[config.mk]
export PLATFORM = sky130hd
export DESIGN_NAME = rename_core
export DESIGN_NICKNAME = d
export VERILOG_FILES = /design/src/rename_pkg.sv /design/src/free_list.sv /design/src/map_table.sv /design/src/reorder_buffer.sv /design/src/rename_core.sv
export VERILOG_INCLUDE_DIRS = /design/src /design/src/include
export SDC_FILE = /design/constraint.sdc
export NUM_CORES = 1
export LEC_CHECK = 0
export ABC_AREA = 1
export BUFFER_PORTS_ARGS = -buffer_cell sky130_fd_sc_hd__buf_4
export CAP_MARGIN = 20
export CORE_MARGIN = 5
export CORE_UTILIZATION = 45
export DETAILED_ROUTE_END_ITERATION = 16
export SKIP_LAST_GASP = 1
export SYNTH_ARGS = -nofsm -noshare
export SYNTH_HDL_FRONTEND = slang
export SYNTH_HIERARCHICAL = 1
export SYNTH_SLANG_ARGS = --single-unit
[constraint.sdc]
create_clock -name clock -period 3.8 [get_ports clock]
set_input_delay 0.38 -clock clock [delete_from_list [all_inputs] [get_ports clock]]
set_output_delay 0.38 -clock clock [all_outputs]
set_load 0.05 [all_outputs]
[src/include/rename_defs.svh]
`ifndef RENAME_DEFS_SVH
`define RENAME_DEFS_SVH

// structure sizes
`define ROB_DEPTH 8
`define NUM_PR    64
`define NUM_ARCH  32

// arch r31 reads as zero, never renamed
`define ZERO_REG  5'd31

// tags left over once every arch reg holds one
`define NUM_FREE  (`NUM_PR - `NUM_ARCH)

`endif

[src/rename_pkg.sv]
`include "rename_defs.svh"

package rename_pkg;

  typedef logic [$clog2(`NUM_PR)-1:0]    tag_t;       // physical register tag
  typedef logic [$clog2(`NUM_ARCH)-1:0]  arch_idx_t;  // architectural register
  typedef logic [$clog2(`ROB_DEPTH)-1:0] rob_idx_t;   // reorder buffer slot

  // instruction classes seen by rename
  typedef enum logic [1:0] {
    op_alu,
    op_halt,
    op_illegal
  } op_t;

  // sticky core status
  typedef enum logic [1:0] {
    no_error,
    halted_on_halt,
    halted_on_illegal
  } error_t;

endpackage

[src/free_list.sv]
`timescale 1ns/1ps
`include "rename_defs.svh"

module free_list (
  input  logic             clock,
  input  logic             rst_n,
  input  logic             pop,       // new tag taken at dispatch
  input  logic             push,      // old tag handed back at retire
  input  rename_pkg::tag_t push_tag,
  output rename_pkg::tag_t head_tag,
  output logic             fl_ready
);
  import rename_pkg::*;

  localparam int PTR_W = $clog2(`NUM_FREE);

  tag_t             tags [`NUM_FREE];
  logic [PTR_W-1:0] head;
  logic [PTR_W-1:0] tail;
  logic [PTR_W:0]   count;   // one extra bit so full and empty differ

  assign head_tag = tags[head];
  assign fl_ready = (count != '0);

  always_ff @(posedge clock) begin
    if (!rst_n) begin
      // tags above the arch range start out free, ascending
      for (int i = 0; i < `NUM_FREE; i++) begin
        tags[i] <= tag_t'(`NUM_ARCH + i);
      end
      head  <= '0;
      tail  <= '0;   // full queue, tail wrapped onto head
      count <= (PTR_W + 1)'(`NUM_FREE);
    end else begin
      if (push) begin
        tags[tail] <= push_tag;
        tail       <= tail + 1'b1;
      end
      if (pop) begin
        head <= head + 1'b1;   // next tag visible next cycle
      end
      case ({push, pop})
        2'b10:   count <= count + 1'b1;
        2'b01:   count <= count - 1'b1;
        default: count <= count;   // both or neither
      endcase
    end
  end

  // the top only pops while fl_ready is high
  a_no_pop_empty: assert property (
    @(posedge clock) disable iff (!rst_n)
    pop |-> (count != '0)
  ) else $error("free list popped while empty");

  // returned tags can never exceed the initial pool
  a_no_push_full: assert property (
    @(posedge clock) disable iff (!rst_n)
    (push && !pop) |-> (count < (PTR_W + 1)'(`NUM_FREE))
  ) else $error("free list pushed while full");

endmodule

[src/map_table.sv]
`timescale 1ns/1ps
`include "rename_defs.svh"

module map_table (
  input  logic                  clock,
  input  logic                  rst_n,
  input  logic                  wr_en,     // renaming writer dispatches
  input  rename_pkg::arch_idx_t wr_dest,
  input  rename_pkg::tag_t      wr_tag,
  output rename_pkg::tag_t      old_tag
);
  import rename_pkg::*;

  tag_t map_q [`NUM_ARCH];   // current tag per arch reg

  // lookup of the mapping being replaced, freed later at retire
  assign old_tag = map_q[wr_dest];

  always_ff @(posedge clock) begin
    if (!rst_n) begin
      for (int i = 0; i < `NUM_ARCH; i++) begin
        map_q[i] <= tag_t'(i);   // identity after reset
      end
    end else if (wr_en) begin
      map_q[wr_dest] <= wr_tag;
    end
  end

  // zero register keeps tag 31 for good
  a_no_zero_write: assert property (
    @(posedge clock) disable iff (!rst_n)
    wr_en |-> (wr_dest != `ZERO_REG)
  ) else $error("rename of zero register");

  // the same tag must not be handed to two arch regs in a row
  a_new_tag_differs: assert property (
    @(posedge clock) disable iff (!rst_n)
    wr_en |-> (wr_tag != old_tag)
  ) else $error("new tag equals current mapping");

endmodule

[src/reorder_buffer.sv]
`timescale 1ns/1ps
`include "rename_defs.svh"

module reorder_buffer (
  input  logic                  clock,
  input  logic                  rst_n,
  input  logic                  dispatch_en,
  input  rename_pkg::op_t       dispatch_op,
  input  rename_pkg::arch_idx_t dispatch_dest,
  input  logic                  dispatch_wr,       // instruction renames its dest
  input  rename_pkg::tag_t      dispatch_tag,
  input  rename_pkg::tag_t      dispatch_old_tag,
  input  logic                  complete_en,
  input  rename_pkg::rob_idx_t  complete_idx,
  input  logic                  stopped,           // core halted, freeze retire
  output logic                  rob_ready,
  output logic                  commit_en,
  output logic                  commit_wr,
  output rename_pkg::arch_idx_t commit_dest,
  output rename_pkg::tag_t      commit_tag,
  output logic                  retire_halt,
  output logic                  retire_illegal,
  output logic                  free_en,
  output rename_pkg::tag_t      free_tag
);
  import rename_pkg::*;

  localparam int CNT_W = $clog2(`ROB_DEPTH) + 1;

  // per-slot control bits
  logic [`ROB_DEPTH-1:0] valid_q;
  logic [`ROB_DEPTH-1:0] complete_q;

  // per-slot payload
  op_t       op_q      [`ROB_DEPTH];
  arch_idx_t dest_q    [`ROB_DEPTH];
  logic      wr_q      [`ROB_DEPTH];
  tag_t      tag_q     [`ROB_DEPTH];
  tag_t      old_tag_q [`ROB_DEPTH];

  rob_idx_t   head;
  rob_idx_t   tail;
  logic [CNT_W-1:0] count;
  logic       head_done;   // head finished and allowed to leave
  logic       retire;

  assign rob_ready = (count < CNT_W'(`ROB_DEPTH));

  assign head_done      = valid_q[head] && complete_q[head] && !stopped;
  assign commit_en      = head_done && (op_q[head] == op_alu);
  assign retire_halt    = head_done && (op_q[head] == op_halt);
  assign retire_illegal = head_done && (op_q[head] == op_illegal);
  assign retire         = commit_en || retire_halt || retire_illegal;

  assign commit_wr   = commit_en && wr_q[head];
  assign commit_dest = dest_q[head];
  assign commit_tag  = tag_q[head];

  // previous mapping goes back to the free list
  assign free_en  = commit_wr;
  assign free_tag = old_tag_q[head];

  always_ff @(posedge clock) begin
    if (!rst_n) begin
      valid_q    <= '0;
      complete_q <= '0;
      head       <= '0;
      tail       <= '0;
      count      <= '0;
    end else begin
      if (dispatch_en) begin
        valid_q[tail]    <= 1'b1;
        // halt and illegal have nothing to execute
        complete_q[tail] <= (dispatch_op != op_alu);
        tail             <= tail + 1'b1;
      end
      if (complete_en) begin
        complete_q[complete_idx] <= 1'b1;
      end
      if (retire) begin
        valid_q[head]    <= 1'b0;
        complete_q[head] <= 1'b0;
        head             <= head + 1'b1;
      end
      case ({dispatch_en, retire})
        2'b10:   count <= count + 1'b1;
        2'b01:   count <= count - 1'b1;
        default: count <= count;
      endcase
    end
  end

  always_ff @(posedge clock) begin
    if (dispatch_en) begin
      op_q[tail]      <= dispatch_op;
      dest_q[tail]    <= dispatch_dest;
      wr_q[tail]      <= dispatch_wr;
      tag_q[tail]     <= dispatch_tag;
      old_tag_q[tail] <= dispatch_old_tag;
    end
  end

  // completion strobe must name an in-flight, unfinished slot
  a_complete_legal: assert property (
    @(posedge clock) disable iff (!rst_n)
    complete_en |-> (valid_q[complete_idx] && !complete_q[complete_idx])
  ) else $error("completion of empty or finished slot %0d", complete_idx);

  // dispatch enable from the top honours our ready level
  a_dispatch_room: assert property (
    @(posedge clock) disable iff (!rst_n)
    dispatch_en |-> rob_ready
  ) else $error("dispatch into full reorder buffer");

endmodule

[src/rename_core.sv]
`timescale 1ns/1ps
`include "rename_defs.svh"

module rename_core (
  input  logic                  clock,
  input  logic                  rst_n,
  input  logic                  dispatch_valid,
  input  rename_pkg::op_t       dispatch_op,
  input  rename_pkg::arch_idx_t dispatch_dest,
  input  logic                  complete_en,
  input  rename_pkg::rob_idx_t  complete_idx,
  output logic                  dispatch_ready,
  output logic                  commit_en,
  output logic                  commit_wr,
  output rename_pkg::arch_idx_t commit_dest,
  output rename_pkg::tag_t      commit_tag,
  output rename_pkg::error_t    error_status,
  output logic                  stop_cycle
);
  import rename_pkg::*;

  logic   dispatch_en;
  logic   dispatch_wr;
  logic   fl_ready;
  logic   rob_ready;
  tag_t   new_tag;
  tag_t   old_tag;
  logic   retire_halt;
  logic   retire_illegal;
  logic   free_en;
  tag_t   free_tag;
  error_t error_q;

  assign stop_cycle     = (error_q != no_error);
  assign error_status   = error_q;
  assign dispatch_ready = fl_ready && rob_ready && !stop_cycle;
  assign dispatch_en    = dispatch_valid && dispatch_ready;

  // only alu ops to a real register take a tag
  assign dispatch_wr = (dispatch_op == op_alu) && (dispatch_dest != `ZERO_REG);

  // holds the first halting cause until reset
  always_ff @(posedge clock) begin
    if (!rst_n) begin
      error_q <= no_error;
    end else if (retire_halt) begin
      error_q <= halted_on_halt;
    end else if (retire_illegal) begin
      error_q <= halted_on_illegal;
    end
  end

  free_list free_list_0 (
    .clock    (clock),
    .rst_n    (rst_n),
    .pop      (dispatch_en && dispatch_wr),
    .push     (free_en),
    .push_tag (free_tag),
    .head_tag (new_tag),
    .fl_ready (fl_ready)
  );

  map_table map_table_0 (
    .clock   (clock),
    .rst_n   (rst_n),
    .wr_en   (dispatch_en && dispatch_wr),
    .wr_dest (dispatch_dest),
    .wr_tag  (new_tag),
    .old_tag (old_tag)
  );

  reorder_buffer rob_0 (
    .clock            (clock),
    .rst_n            (rst_n),
    .dispatch_en      (dispatch_en),
    .dispatch_op      (dispatch_op),
    .dispatch_dest    (dispatch_dest),
    .dispatch_wr      (dispatch_wr),
    .dispatch_tag     (new_tag),
    .dispatch_old_tag (old_tag),
    .complete_en      (complete_en),
    .complete_idx     (complete_idx),
    .stopped          (stop_cycle),
    .rob_ready        (rob_ready),
    .commit_en        (commit_en),
    .commit_wr        (commit_wr),
    .commit_dest      (commit_dest),
    .commit_tag       (commit_tag),
    .retire_halt      (retire_halt),
    .retire_illegal   (retire_illegal),
    .free_en          (free_en),
    .free_tag         (free_tag)
  );

  // once halted, nothing enters and nothing commits
  a_frozen_when_stopped: assert property (
    @(posedge clock) disable iff (!rst_n)
    stop_cycle |-> (!dispatch_en && !commit_en)
  ) else $error("activity after stop");

endmodule

==> results.md, run 1 <==
* PnR Total Power at 15.8 mW
* Required time of the critical path at 4.30 ns
* Slew Limit Headroom at 34.6%
* GR Util All Layers at between 20% and 30%
* TritonCTS Sinks at slightly below 600
* Routed Antenna Nets at 0
* Area of the mapped netlist at 28,000 sq um
* Final Wtd Congestion at just under 0.9
* Ports at 31
* H-tree Lvls at 3
* Sum Neg Setup Slack at 0 ns
* Post-synthesis adder-cell area fraction at less than 1%
* Pre-Repair DR Iteration Count at 6
* Root Buffer: clkbuf_16
* Vias in the first global route at 19,700
* Max-slew violation count at 0
* Pwr/cell area at between 500 and 600 nW/um^2
* CP arrival at about 3.7 ns
* Cell mode on critical path: nand2_1
* Seq. cell area at approximately 17,000 sq um
* CP max stage delay at approximately 0.57 ns
* Fill cells at 5,625
* Number of buffers created by CTS at 66
* Slowest-stage cell, CP: dfxtp_1
* Syn avg cell area at 9.19 sq um
* Via Count at just over 20,000
* Post-DP HPWL at between 40 and 50 mm
* Maximum clock rate at around 320 MHz
* CTS tree: yes
* CP cell instances: clkinv_4, nand2_1, nand3_1, nand2_1, o21ai_1, nor2_2, nand2_1, nor3_2, inv_1, ha_1, inv_1, nand2_1, nand2_1, inv_1, ha_1, a21o_1, xnor2_1, o21ai_0, inv_1
* Post-CTS Setup Bufs at 0
* Peak supply drop at around 0.00046 V
* Clock skew at approximately 0.025 ns
* Die area at ~67,000 sq um
* WL final at 68.9 mm
* Compound-Gate Fraction of Synth Area at under 10%
* Critical path class: register to register
* Total global routing overflow at 0
* Post-Synth Simple-Gate Area at 27.7%
* Setup-failing EPs final at 0
* Mux contribution to synthesized area at less than 1%
* Main combinational cell family by area after synthesis: simple AND/OR/NAND/NOR gates
* Hold Vio Cnt, Final at 0
* Hold crit path type: input pin to register
* DR WL/cell at approximately 18 um
* Hold path cells at 1
* Clock latency on the worst-skew pair at slightly above 0.6 ns
* Vias per inst at slightly above 5
* Longest Clk Path Bufs at 3
* Crit path max fanout at 16
* Die height at 259 um
* Final Critical Period at between 3 and 4 ns
* Layout area overhead at 11.1%
* DIE WIDTH at between 200 and 300 um
* Row count at 91
* Part of the cycle the worst path needs at 83.5%
* Share of layout cells above drive strength 1 at between 10% and 20%
* RSZ-0062 raised after global routing: no
* Pin count of the biggest net entering global routing at 97
* First-pass GRT wire length at roughly 110 mm
* Synthesized flop and latch total at 596
* Antenna Cells at 0
* Syn. warnings at 6
* Initial antenna violation count at 0
* DRC violations left at 0
* Critical Path End Type: register
* Synthesized net count at about 3,100
* XOR/XNOR Fraction of Synth Area at 0.251%
* Worst Max-Slew Pin Slew at approximately 0.98 ns
* CTS Hold Bufs at 0
* Max cap viols at 0
* Clk slew on worst S/H paths at 0.06 ns
* Sequential fraction of the synthesis area at a little over 60%
* Cells after Synth at about 3,000
* Initial core utilization at a little under half
* CORE AREA at slightly above 60,000 sq um
* Leakage Power at 12.1 nW
* Critical Path Start Type: register
* # nets final at slightly above 3,000
* Multi-input gate area at around 9000 sq um
* Netlist cell types at 42
* Port bufs at 30
* Worst-case reg-to-reg path depth at 19
* Post-cts sizing count at 0
* DR iter-0 viols at 1,587
* Run status: completed
-- final cells by class --
| class | count | share of cell area (%) |
|---|---|---|
| sequential | 596 | 55.9 |
| multi-input combinational | 2073 | 28.9 |
| clock buffer | 81 | 5.53 |
| tap | 837 | 3.37 |
| inverter | 216 | 2.69 |
| timing repair buffer | 74 | 1.87 |
| clock inverter | 39 | 1.72 |
-- power by group --
group / internal [mW] / switching, mW
sequential: 7.35 / 0.0732
clock: 3.95 / 2.65
combinational: 0.393 / 1.37
-- metrics by stage --
| stage | instances | worst slack, ns | hold slack (ns) | utilization [%] | cell area [sq um] |
|---|---|---|---|---|---|
| 5_1_grt | 3916 | 0.313 | 0.0208 | 50.4 | 31100 |
| 3_3_place_gp | 3796 | 0.500 | 0.422 | 46.8 | 28800 |
| 6_report | 3916 | 0.626 | 0.0354 | 50.4 | 31100 |
| 2_1_floorplan | 3042 | 0.0119 | 0.412 | - | 28000 |
| 3_5_place_dp | 3796 | 0.466 | 0.431 | 46.8 | 28800 |
| 4_1_cts | 3916 | 0.637 | 0.00613 | 50.4 | 31100 |
-- layer usage --
layer | GRT usage (%) | vias up | part of all wire (%)
li1 | - | 9859 | -
met3 | 3.25 | 162 | 5.8
met4 | 7.62 | 0 | 3.5
met1 | 26.7 | 9554 | 42
met5 | 0 | - | 0
met2 | 34.1 | 593 | 48
-- synth_stat cells (all sizes together) --
master	count	area (sq um)
nand2	1198	4540
edfxtp	544	16300
nor2	441	1910
inv	214	823
nand3	204	1030
clkbuf	95	357
o21ai	93	465
buf	62	424
dfxtp	52	1040
a21oi	45	225
nor3	22	226
a31oi	19	119
o22ai	17	106
ha	13	163
xor2	5	43.8
nand4	3	25.0
xnor2	3	26.3
a22oi	2	15.0
clkinv	2	12.5
nor4	2	12.5
o211ai	2	15.0
a21o	1	7.51
mux2i	1	10.0
nand3b	1	7.51
o221ai	1	8.76
-- path summary, 6_finish.rpt --
check / from / slack [ns] / endpoint
setup / recovery: rob_0/head[0] / 0.63 / free_list_0/count[2]
hold / removal: dispatch_op[1] / 0.04 / rob_0/op_q[7][1]
setup reg to reg: rob_0/head[0] / 0.63 / free_list_0/count[2]
hold reg to reg: free_list_0/head[4] / 0.44 / register
-- cells by family (layout without fill, tap and decap cells) --
logic type      after synthesis  in the layout
xor+xnor                      8              8
buf+inv                     373            410
fa+ha+maj                    13             13
flops                       596            596
mux                           1              1
compound gates              180            180
simple gates               1871           1871
-- layout by cell type, fill, tap and decap left out, types with 3 or more instances in the layout --
cell / n
dfxtp_2: 3
inv_2: 48
clkinv_4: 3
nor2_1: 384
clkinv_1: 10
buf_4: 72
nand2_4: 4
nor3_2: 3
clkbuf_1: 14
ha_1: 13
o21ai_0: 92
nand2_1: 1190
clkbuf_16: 66
inv_6: 3
nor3_1: 10
inv_1: 159
a21oi_1: 45
xnor2_1: 3
o22ai_1: 17
nor2_2: 32
dfxtp_1: 49
edfxtp_1: 544
xor2_1: 5
inv_4: 6
nand2_2: 4
clkinvlp_4: 3
nor3_4: 9
clkinv_2: 8
nand3_1: 203
nor2_4: 25
a31oi_1: 19
bufinv_16: 10
-- flip-flops by register name, indices dropped and copies added (netlist names), 4 cells and up, named ones only --
signal,flops
rob_0/old_tag_q,48
free_list_0/tags,192
rob_0/op_q,16
map_table_0/map_q,192
rob_0/count,4
rob_0/valid_q,8
rob_0/dest_q,40
free_list_0/head,5
rob_0/complete_q,8
rob_0/tag_q,48
free_list_0/count,6
free_list_0/tail,5
rob_0/wr_q,8
-- worst max-delay path, delay by kind of cell (launching register included) --
family	cells	cell delay (ns)
buffers and inverters	5	0.57
xor gates and xnor gates	1	0.12
and+or+nand+nor	8	0.92
AOI/OAI and AO/OA	3	0.40
adders and majority gates	2	0.46
DFF	1	0.57
(Power assumes the default switching activity.)
==> run 2, diff against run 1 <==
- ABC_AREA: 1 -> 0
- clock period: 3.8 -> 3.2 ns (I/O delays scaled with it)
==> run 2 against run 1 <==
  * Sequential power up 18%
  * Die area fell by 3.7%
  * Maximum frequency grew 5.0%
  * Synthesized cell count down 36%
  * Critical endpoint is now map_table_0/map_q[23][4]
  * Clock power rose by 8.6%
  * Sequential share of layout area increased by 1.3 points
  * Global-route usage fell by 0.67 points
  * Critical path depth down 13
==> results.md, run 2 <==
* Top-area cell type share of the netlist area at between 60 and 70%
* DRC violations left at 0
* Syn. warnings at 6
* RSZ-0062 raised after global routing: yes
* Cells after Synth at between 1,500 and 2,000
* Asr flop ratio synth at 0%
* Met2 WL at just over 30 mm
* Pre-Repair DR Iteration Count at 5
* Die height at 254 um
* Min-Delay Startpoint: complete_idx[1]
* Multi-input gate area at slightly below 9000 sq um
* Fill cells at 4,956
* DR top layer: met4
* Post-DP HPWL at 38.9 mm
* Critical Path Start Type: register
* Count leader, synth: edfxtp_1
* Slew Limit Headroom at about 37%
* WL final at about 63 mm
* PnR Total Power at between 15 and 20 mW
* Total global routing overflow at 0
* Vias in the first global route at between 15,000 and 20,000
* Main combinational cell family by area after synthesis: simple AND/OR/NAND/NOR gates
* Hold endpoint: rob_0/complete_q[1]
* DR WL/cell at roughly 23 um
* Routed Antenna Nets at 0
* Clk slew on worst S/H paths at roughly 0.060 ns
* Initial antenna violation count at 1
* Initial core utilization at 45.4%
* CORE AREA at around 59,000 sq um
* Peak supply drop at 0.000352 V
* XOR/XNOR Fraction of Synth Area at less than 1%
* Worst R2R Setup Slack at roughly 0.18 ns
* Post-synth EDFFs at about 540
* Most common cell after layout, fill and taps aside: edfxtp_1
* CTS tree: yes
* First-pass GRT wire length at 97.4 mm
* Max-slew violation count at 0
* Largest area contributor in the netlist: edfxtp_1
* GR Util All Layers at between 10% and 20%
* Met3 wire length at about 3.2 mm
* Netlist cell types at 66
* Syn avg cell area at around 14 sq um
* Area of the mapped netlist at roughly 27,000 sq um
* Critical Path End Type: register
* H-tree Lvls at 3
* Synthesized flop and latch total at approximately 600
* DIE WIDTH at 254 um
* CP arrival at between 3 and 4 ns
* Most used DFF post-synth: edfxtp_1
* Hold Vio Cnt, Final at 0
* Fin util at 51.4%
* Layout area overhead at 13.1%
* Setup-failing EPs final at 0
* Synth area leaders: edfxtp_1 61%, mux2i_1 6.0%, mux4_2 5.4%, dfxtp_1 3.9%, or3_1 3.3%
* Row count at 89
* Antenna Cells at 0
* Final Critical Period at 3.02 ns
* Final Wtd Congestion at around 0.88
* Ports at 31
* Leakage Power at ~9.6 nW
* Seq. cell area at roughly 17,000 sq um
* Post-route setup slack at between 0.15 and 0.2 ns
* Critical path class: register to register
* Port bufs at 30
* Synthesized net count at 1,961
* Post-CTS Setup Bufs at 0
* DR iter-0 viols at ~1,200
* Commonest cells after routing, fill and taps aside: 544 x edfxtp_1, 159 x mux2i_1, 140 x or3_1, 139 x and2_1, 102 x nand2_1
* Worst-case reg-to-reg path depth at 6
* Regs by FF count: free_list_0/tags x192, map_table_0/map_q x192
* Compound-Gate Fraction of Synth Area at roughly 4.5%
* Root Buffer: clkbuf_16
* Vias per inst at around 5.8
* Clock skew at roughly 0.028 ns
* Number of buffers created by CTS at 67
* Crit path max fanout at 40
* Post-Synth Simple-Gate Area at between 10% and 20%
* Mux contribution to synthesized area at between 10% and 20%
* Part of the cycle the worst path needs at 94.5%
* R2R Path End: map_table_0/map_q[23][4]
* Clock latency on the worst-skew pair at ~0.61 ns
* Post-synthesis adder-cell area fraction at less than 1%
* Hold path cells at 4
* Sequential fraction of the synthesis area at 64.7%
* Run status: completed
* Top post-synthesis cells by count: 544 x edfxtp_1, 160 x mux2i_1, 140 x or3_1, 139 x and2_1, 111 x clkbuf_1
* # nets final at slightly below 2,000
* Hold crit path type: input pin to register
* Pwr/cell area at approximately 570 nW/um^2
* Pin count of the biggest net entering global routing at around 110
* Via Count at 16,000
* Metal-1 WL at approximately 27 mm
* Worst Max-Slew Pin Slew at 0.947 ns
* Pre-CTS setup slack at roughly 0.12 ns
* Hold WS at about 0.15 ns
* Required time of the critical path at about 3.5 ns
* Longest Clk Path Bufs at 3
* Max cap viols at 0
* Die area at about 65,000 sq um
* TritonCTS Sinks at between 500 and 600
* Maximum clock rate at roughly 330 MHz
* Share of layout cells above drive strength 1 at between 10% and 20%
[run 2: layout make-up]
cell class	count	area share, %
flip-flops and latches	596	57.2
clock inverters	29	0.725
well taps	773	3.18
repair buffers	120	3.65
clock buffers	89	6.00
inverters	18	0.231
multi-input cells	1153	29.0
[run 2: kinds of logic after synthesis]
group                      Yosys count
AOI/OAI and AO/OA                  199
xor gates and xnor gates            15
adders and majority gates           13
buffers and inverters              185
DFF                                596
muxes                              251
and+or+nand+nor                    675
[run 2: critical path, cell delays in order (launching register included)]
cell and delay (ns):
dfxtp_2 0.58, buf_12 0.22, mux4_2 0.54, a221oi_1 0.41, nand3_1 0.31, buf_12 0.28, or3_1 0.39
[run 2: routing by layer]
layer  up-vias  GRT usage (%)
li1       7381              -
met1      8047           27.1
met2       449           32.0
met3       119           3.30
met4         0           6.44
met5         -              0
[run 2: report_power, final]
group	total [mW]	switching, mW	internal (mW)
Clock	7.17	3.00	4.17
Combinational	1.25	0.854	0.401
Sequential	8.75	0.0720	8.67
[run 2: how the worst max path moves through the flow]
stage          depth (start not counted)                  endpoint  slack [ns]
6_report                               6  map_table_0/map_q[23][4]        0.18
4_1_cts                                9      free_list_0/count[5]        0.10
5_1_grt                               12            rob_0/count[2]       -0.05
3_5_place_dp                           9      free_list_0/count[5]        0.12
2_1_floorplan                         13      free_list_0/count[5]       -0.47
3_3_place_gp                           9      free_list_0/count[5]        0.14
[run 2: metrics by stage]
| stage | instances | cell area [sq um] | setup TNS [ns] |
|---|---|---|---|
| 5_1_grt | 2778 | 30400 | -0.0540 |
| 6_report | 2778 | 30400 | 0 |
| 3_3_place_gp | 2658 | 28300 | 0 |
| 4_1_cts | 2778 | 30400 | 0 |
| 2_1_floorplan | 1934 | 27000 | -1.51 |
| 3_5_place_dp | 2658 | 28300 | 0 |
[run 2: repair_timing]
item | 4_1_cts | 5_1_grt
endpoints found under the hold margin | 16 | 0
resized for setup | 0 | 2
setup endpoints to repair | 0 | 83
hold buffers | 2 | 0
==> run 3, diff against run 2 <==
- GPL_TIMING_DRIVEN: default -> 0
- PLACE_DENSITY: default -> 0.59
==> run 3 against run 2 <==
  * The flow now finishes with violations (setup timing)
  * Maximum frequency down 7.7%
  * Setup slack worse by 0.25 ns
  * Largest cell class unchanged
  * Critical endpoint is now free_list_0/tags[21][1]
  * Sequential power about the same
  * Via count up 8.1%
  * Non-clock buffer count up 114
  * Combinational power up 17%
  * Final cell count up 4.2%
  * First-iteration DRC count up 24%
  * Critical path type unchanged
==> results.md, run 3 (synthesis results as in run 2) <==
* Run status: complete, but fails checks
* Failing checks: setup timing
* Clock latency on the worst-skew pair at ~0.6 ns
* CP max stage delay at 0.64 ns
* Required time of the critical path at roughly 3.6 ns
* Total global routing overflow at 0
* Crit path max fanout at 10
* Pre-Repair DR Iteration Count at 6
* Root Buffer: clkbuf_16
* Pwr/cell area at 568 nW/um^2
* Most common cell after layout, fill and taps aside: edfxtp_1
* Die area at between 60,000 and 70,000 sq um
* Routed Antenna Nets at 0
* DR WL/cell at approximately 26 um
* Layout area overhead at 18.0%
* Leakage Power at slightly above 10 nW
* First-pass GRT wire length at ~110 mm
* CTS tree: yes
* Die height at 254 um
* Peak supply drop at between 0.0004 and 0.0005 V
* Fill cells at between 4,000 and 5,000
* Min-Delay Startpoint: dispatch_dest[3]
* # nets final at between 2,000 and 2,500
* Initial core utilization at 45.4%
* R2r startpoint: rob_0/head[0]
* DIE WIDTH at ~250 um
* Worst Max-Slew Pin Slew at around 1.4 ns
* Final Critical Period at 3.28 ns
* Pin count of the biggest net entering global routing at 23
* Regs by FF count: free_list_0/tags x192, map_table_0/map_q x192
* TritonCTS Sinks at between 500 and 600
* Via Count at approximately 17,000
* Slowest-stage cell, CP: clkbuf_1
* CORE AREA at ~59,000 sq um
* Setup-failing EPs final at 2
* Maximum clock rate at a little over 300 MHz
* Share of layout cells above drive strength 1 at 21.4%
* Fin util at 53.6%
* Critical Path Start Type: register
* Number of buffers created by CTS at 67
* Slew Limit Headroom at 5.88%
* CP cell instances: buf_6, mux4_2, mux2_4, o311a_4, nand2_4, nor3_4, buf_6, buf_4, nand3_1, clkbuf_1, nor2_1, and2_1
* Max cap viols at 0
* Initial antenna violation count at 3
* Max-slew violation count at 0
* DRC violations left at 0
* Antenna Cells at 0
* Post-route setup slack at -0.0774 ns
* Critical Path End Type: register
* CP arrival at approximately 3.6 ns
* Sum Neg Setup Slack at -0.139 ns
* Final Wtd Congestion at about 0.97
* Critical path class: register to register
* RSZ-0062 raised after global routing: yes
* Hold Vio Cnt, Final at 0
* Hold crit path type: input pin to register
* Port bufs at 30
* H-tree Lvls at 3
* PnR Total Power at between 15 and 20 mW
* Critical path startpoint: rob_0/head[0]
* GR Util All Layers at between 20 and 25%
* Row count at 89
* Commonest cells after routing, fill and taps aside: 544 x edfxtp_1, 159 x mux2i_1, 140 x or3_1, 139 x and2_1, 100 x nand2_1
* Longest Clk Path Bufs at 3
* Post-DP HPWL at a little over 50 mm
* Clk slew on worst S/H paths at roughly 0.060 ns
* Clock skew at between 0.02 and 0.03 ns
* Ports at 31
* WL final at between 70 and 80 mm
* Vias per inst at approximately 6.0
* Post-route insts no fill at between 2,000 and 3,000
* Vias in the first global route at between 15,000 and 20,000
* DR iter-0 viols at 1,492
* Worst Path Buf+Inv at 4
* Part of the cycle the worst path needs at 102%
* Cells after DPL at 2,740
* Cell mode on critical path: buf_6
* Delay-heaviest family, CP: buffers and inverters
## run 3: cell count changes in the layout (fill, tap and decap cells not counted), moves of 10 or more
cell	delta
clkbuf_2	+18
clkbuf_4	+15
buf_6	+11
buf_2	+26
buf_4	-33
buf_12	-10
clkbuf_1	+66
o21ai_1	-33
o21ai_4	+33
## run 3: final timing paths
kind	slack, ns	to	depth (start not counted)
min reg2reg	0.51	rob_0/count[3]	2
min	0.05	rob_0/dest_q[0][3]	1
max reg2reg	-0.08	free_list_0/tags[21][1]	12
max	-0.08	free_list_0/tags[21][1]	12
## run 3: repair_timing
| item | 4_1_cts | 5_1_grt |
|---|---|---|
| gates resized for setup | 130 | 71 |
| hold buffers | 4 | 0 |
| hold endpoints to repair | 32 | 0 |
| buffers inserted | 17 | 16 |
| cloned | 1 | 0 |
| pin swaps | 5 | 14 |
| endpoints found under the setup margin | 820 | 535 |
## run 3: layout make-up
type / count / area, sq um / share of cell area (%)
Buffer: 161 / 912 / 2.88
Clock inverter: 45 / 523 / 1.65
Clock buffer: 77 / 1720 / 5.44
Inverter: 18 / 72.6 / 0.229
Timing Repair Buffer: 73 / 648 / 2.04
Multi-Input combinational cell: 1153 / 9470 / 29.9
Sequential cell: 596 / 17400 / 54.8
Tap cell: 773 / 967 / 3.05
## run 3: power by group
| part | internal, mW | leakage (nW) | switching (mW) |
|---|---|---|---|
| logic | 0.444 | 3.80 | 1.01 |
| registers | 8.67 | 5.16 | 0.0612 |
| clock network | 4.64 | 1.09 | 3.15 |
| total | 13.8 | 10.1 | 4.23 |
## run 3: per-stage QoR
step | worst slack (ns) | hold WS (ns) | instance area (sq um)
global placement | -1.08 | 0.480 | 28200
global route | -0.169 | 0.0285 | 31700
CTS | -0.211 | 0.00588 | 31200
floorplan | -0.465 | 0.419 | 27000
detailed placement | -1.12 | 0.499 | 28300
finish | -0.0774 | 0.0471 | 31700
## run 3: metal layers
| metal | global-route usage, % | vias to the layer above | part of all wire (%) |
|---|---|---|---|
| li1 | - | 7638 | - |
| met1 | 30.9 | 8783 | 41 |
| met2 | 38.2 | 685 | 48 |
| met3 | 3.84 | 190 | 6.4 |
| met4 | 8.71 | 2 | 4.2 |
| met5 | 0 | - | 0.069 |
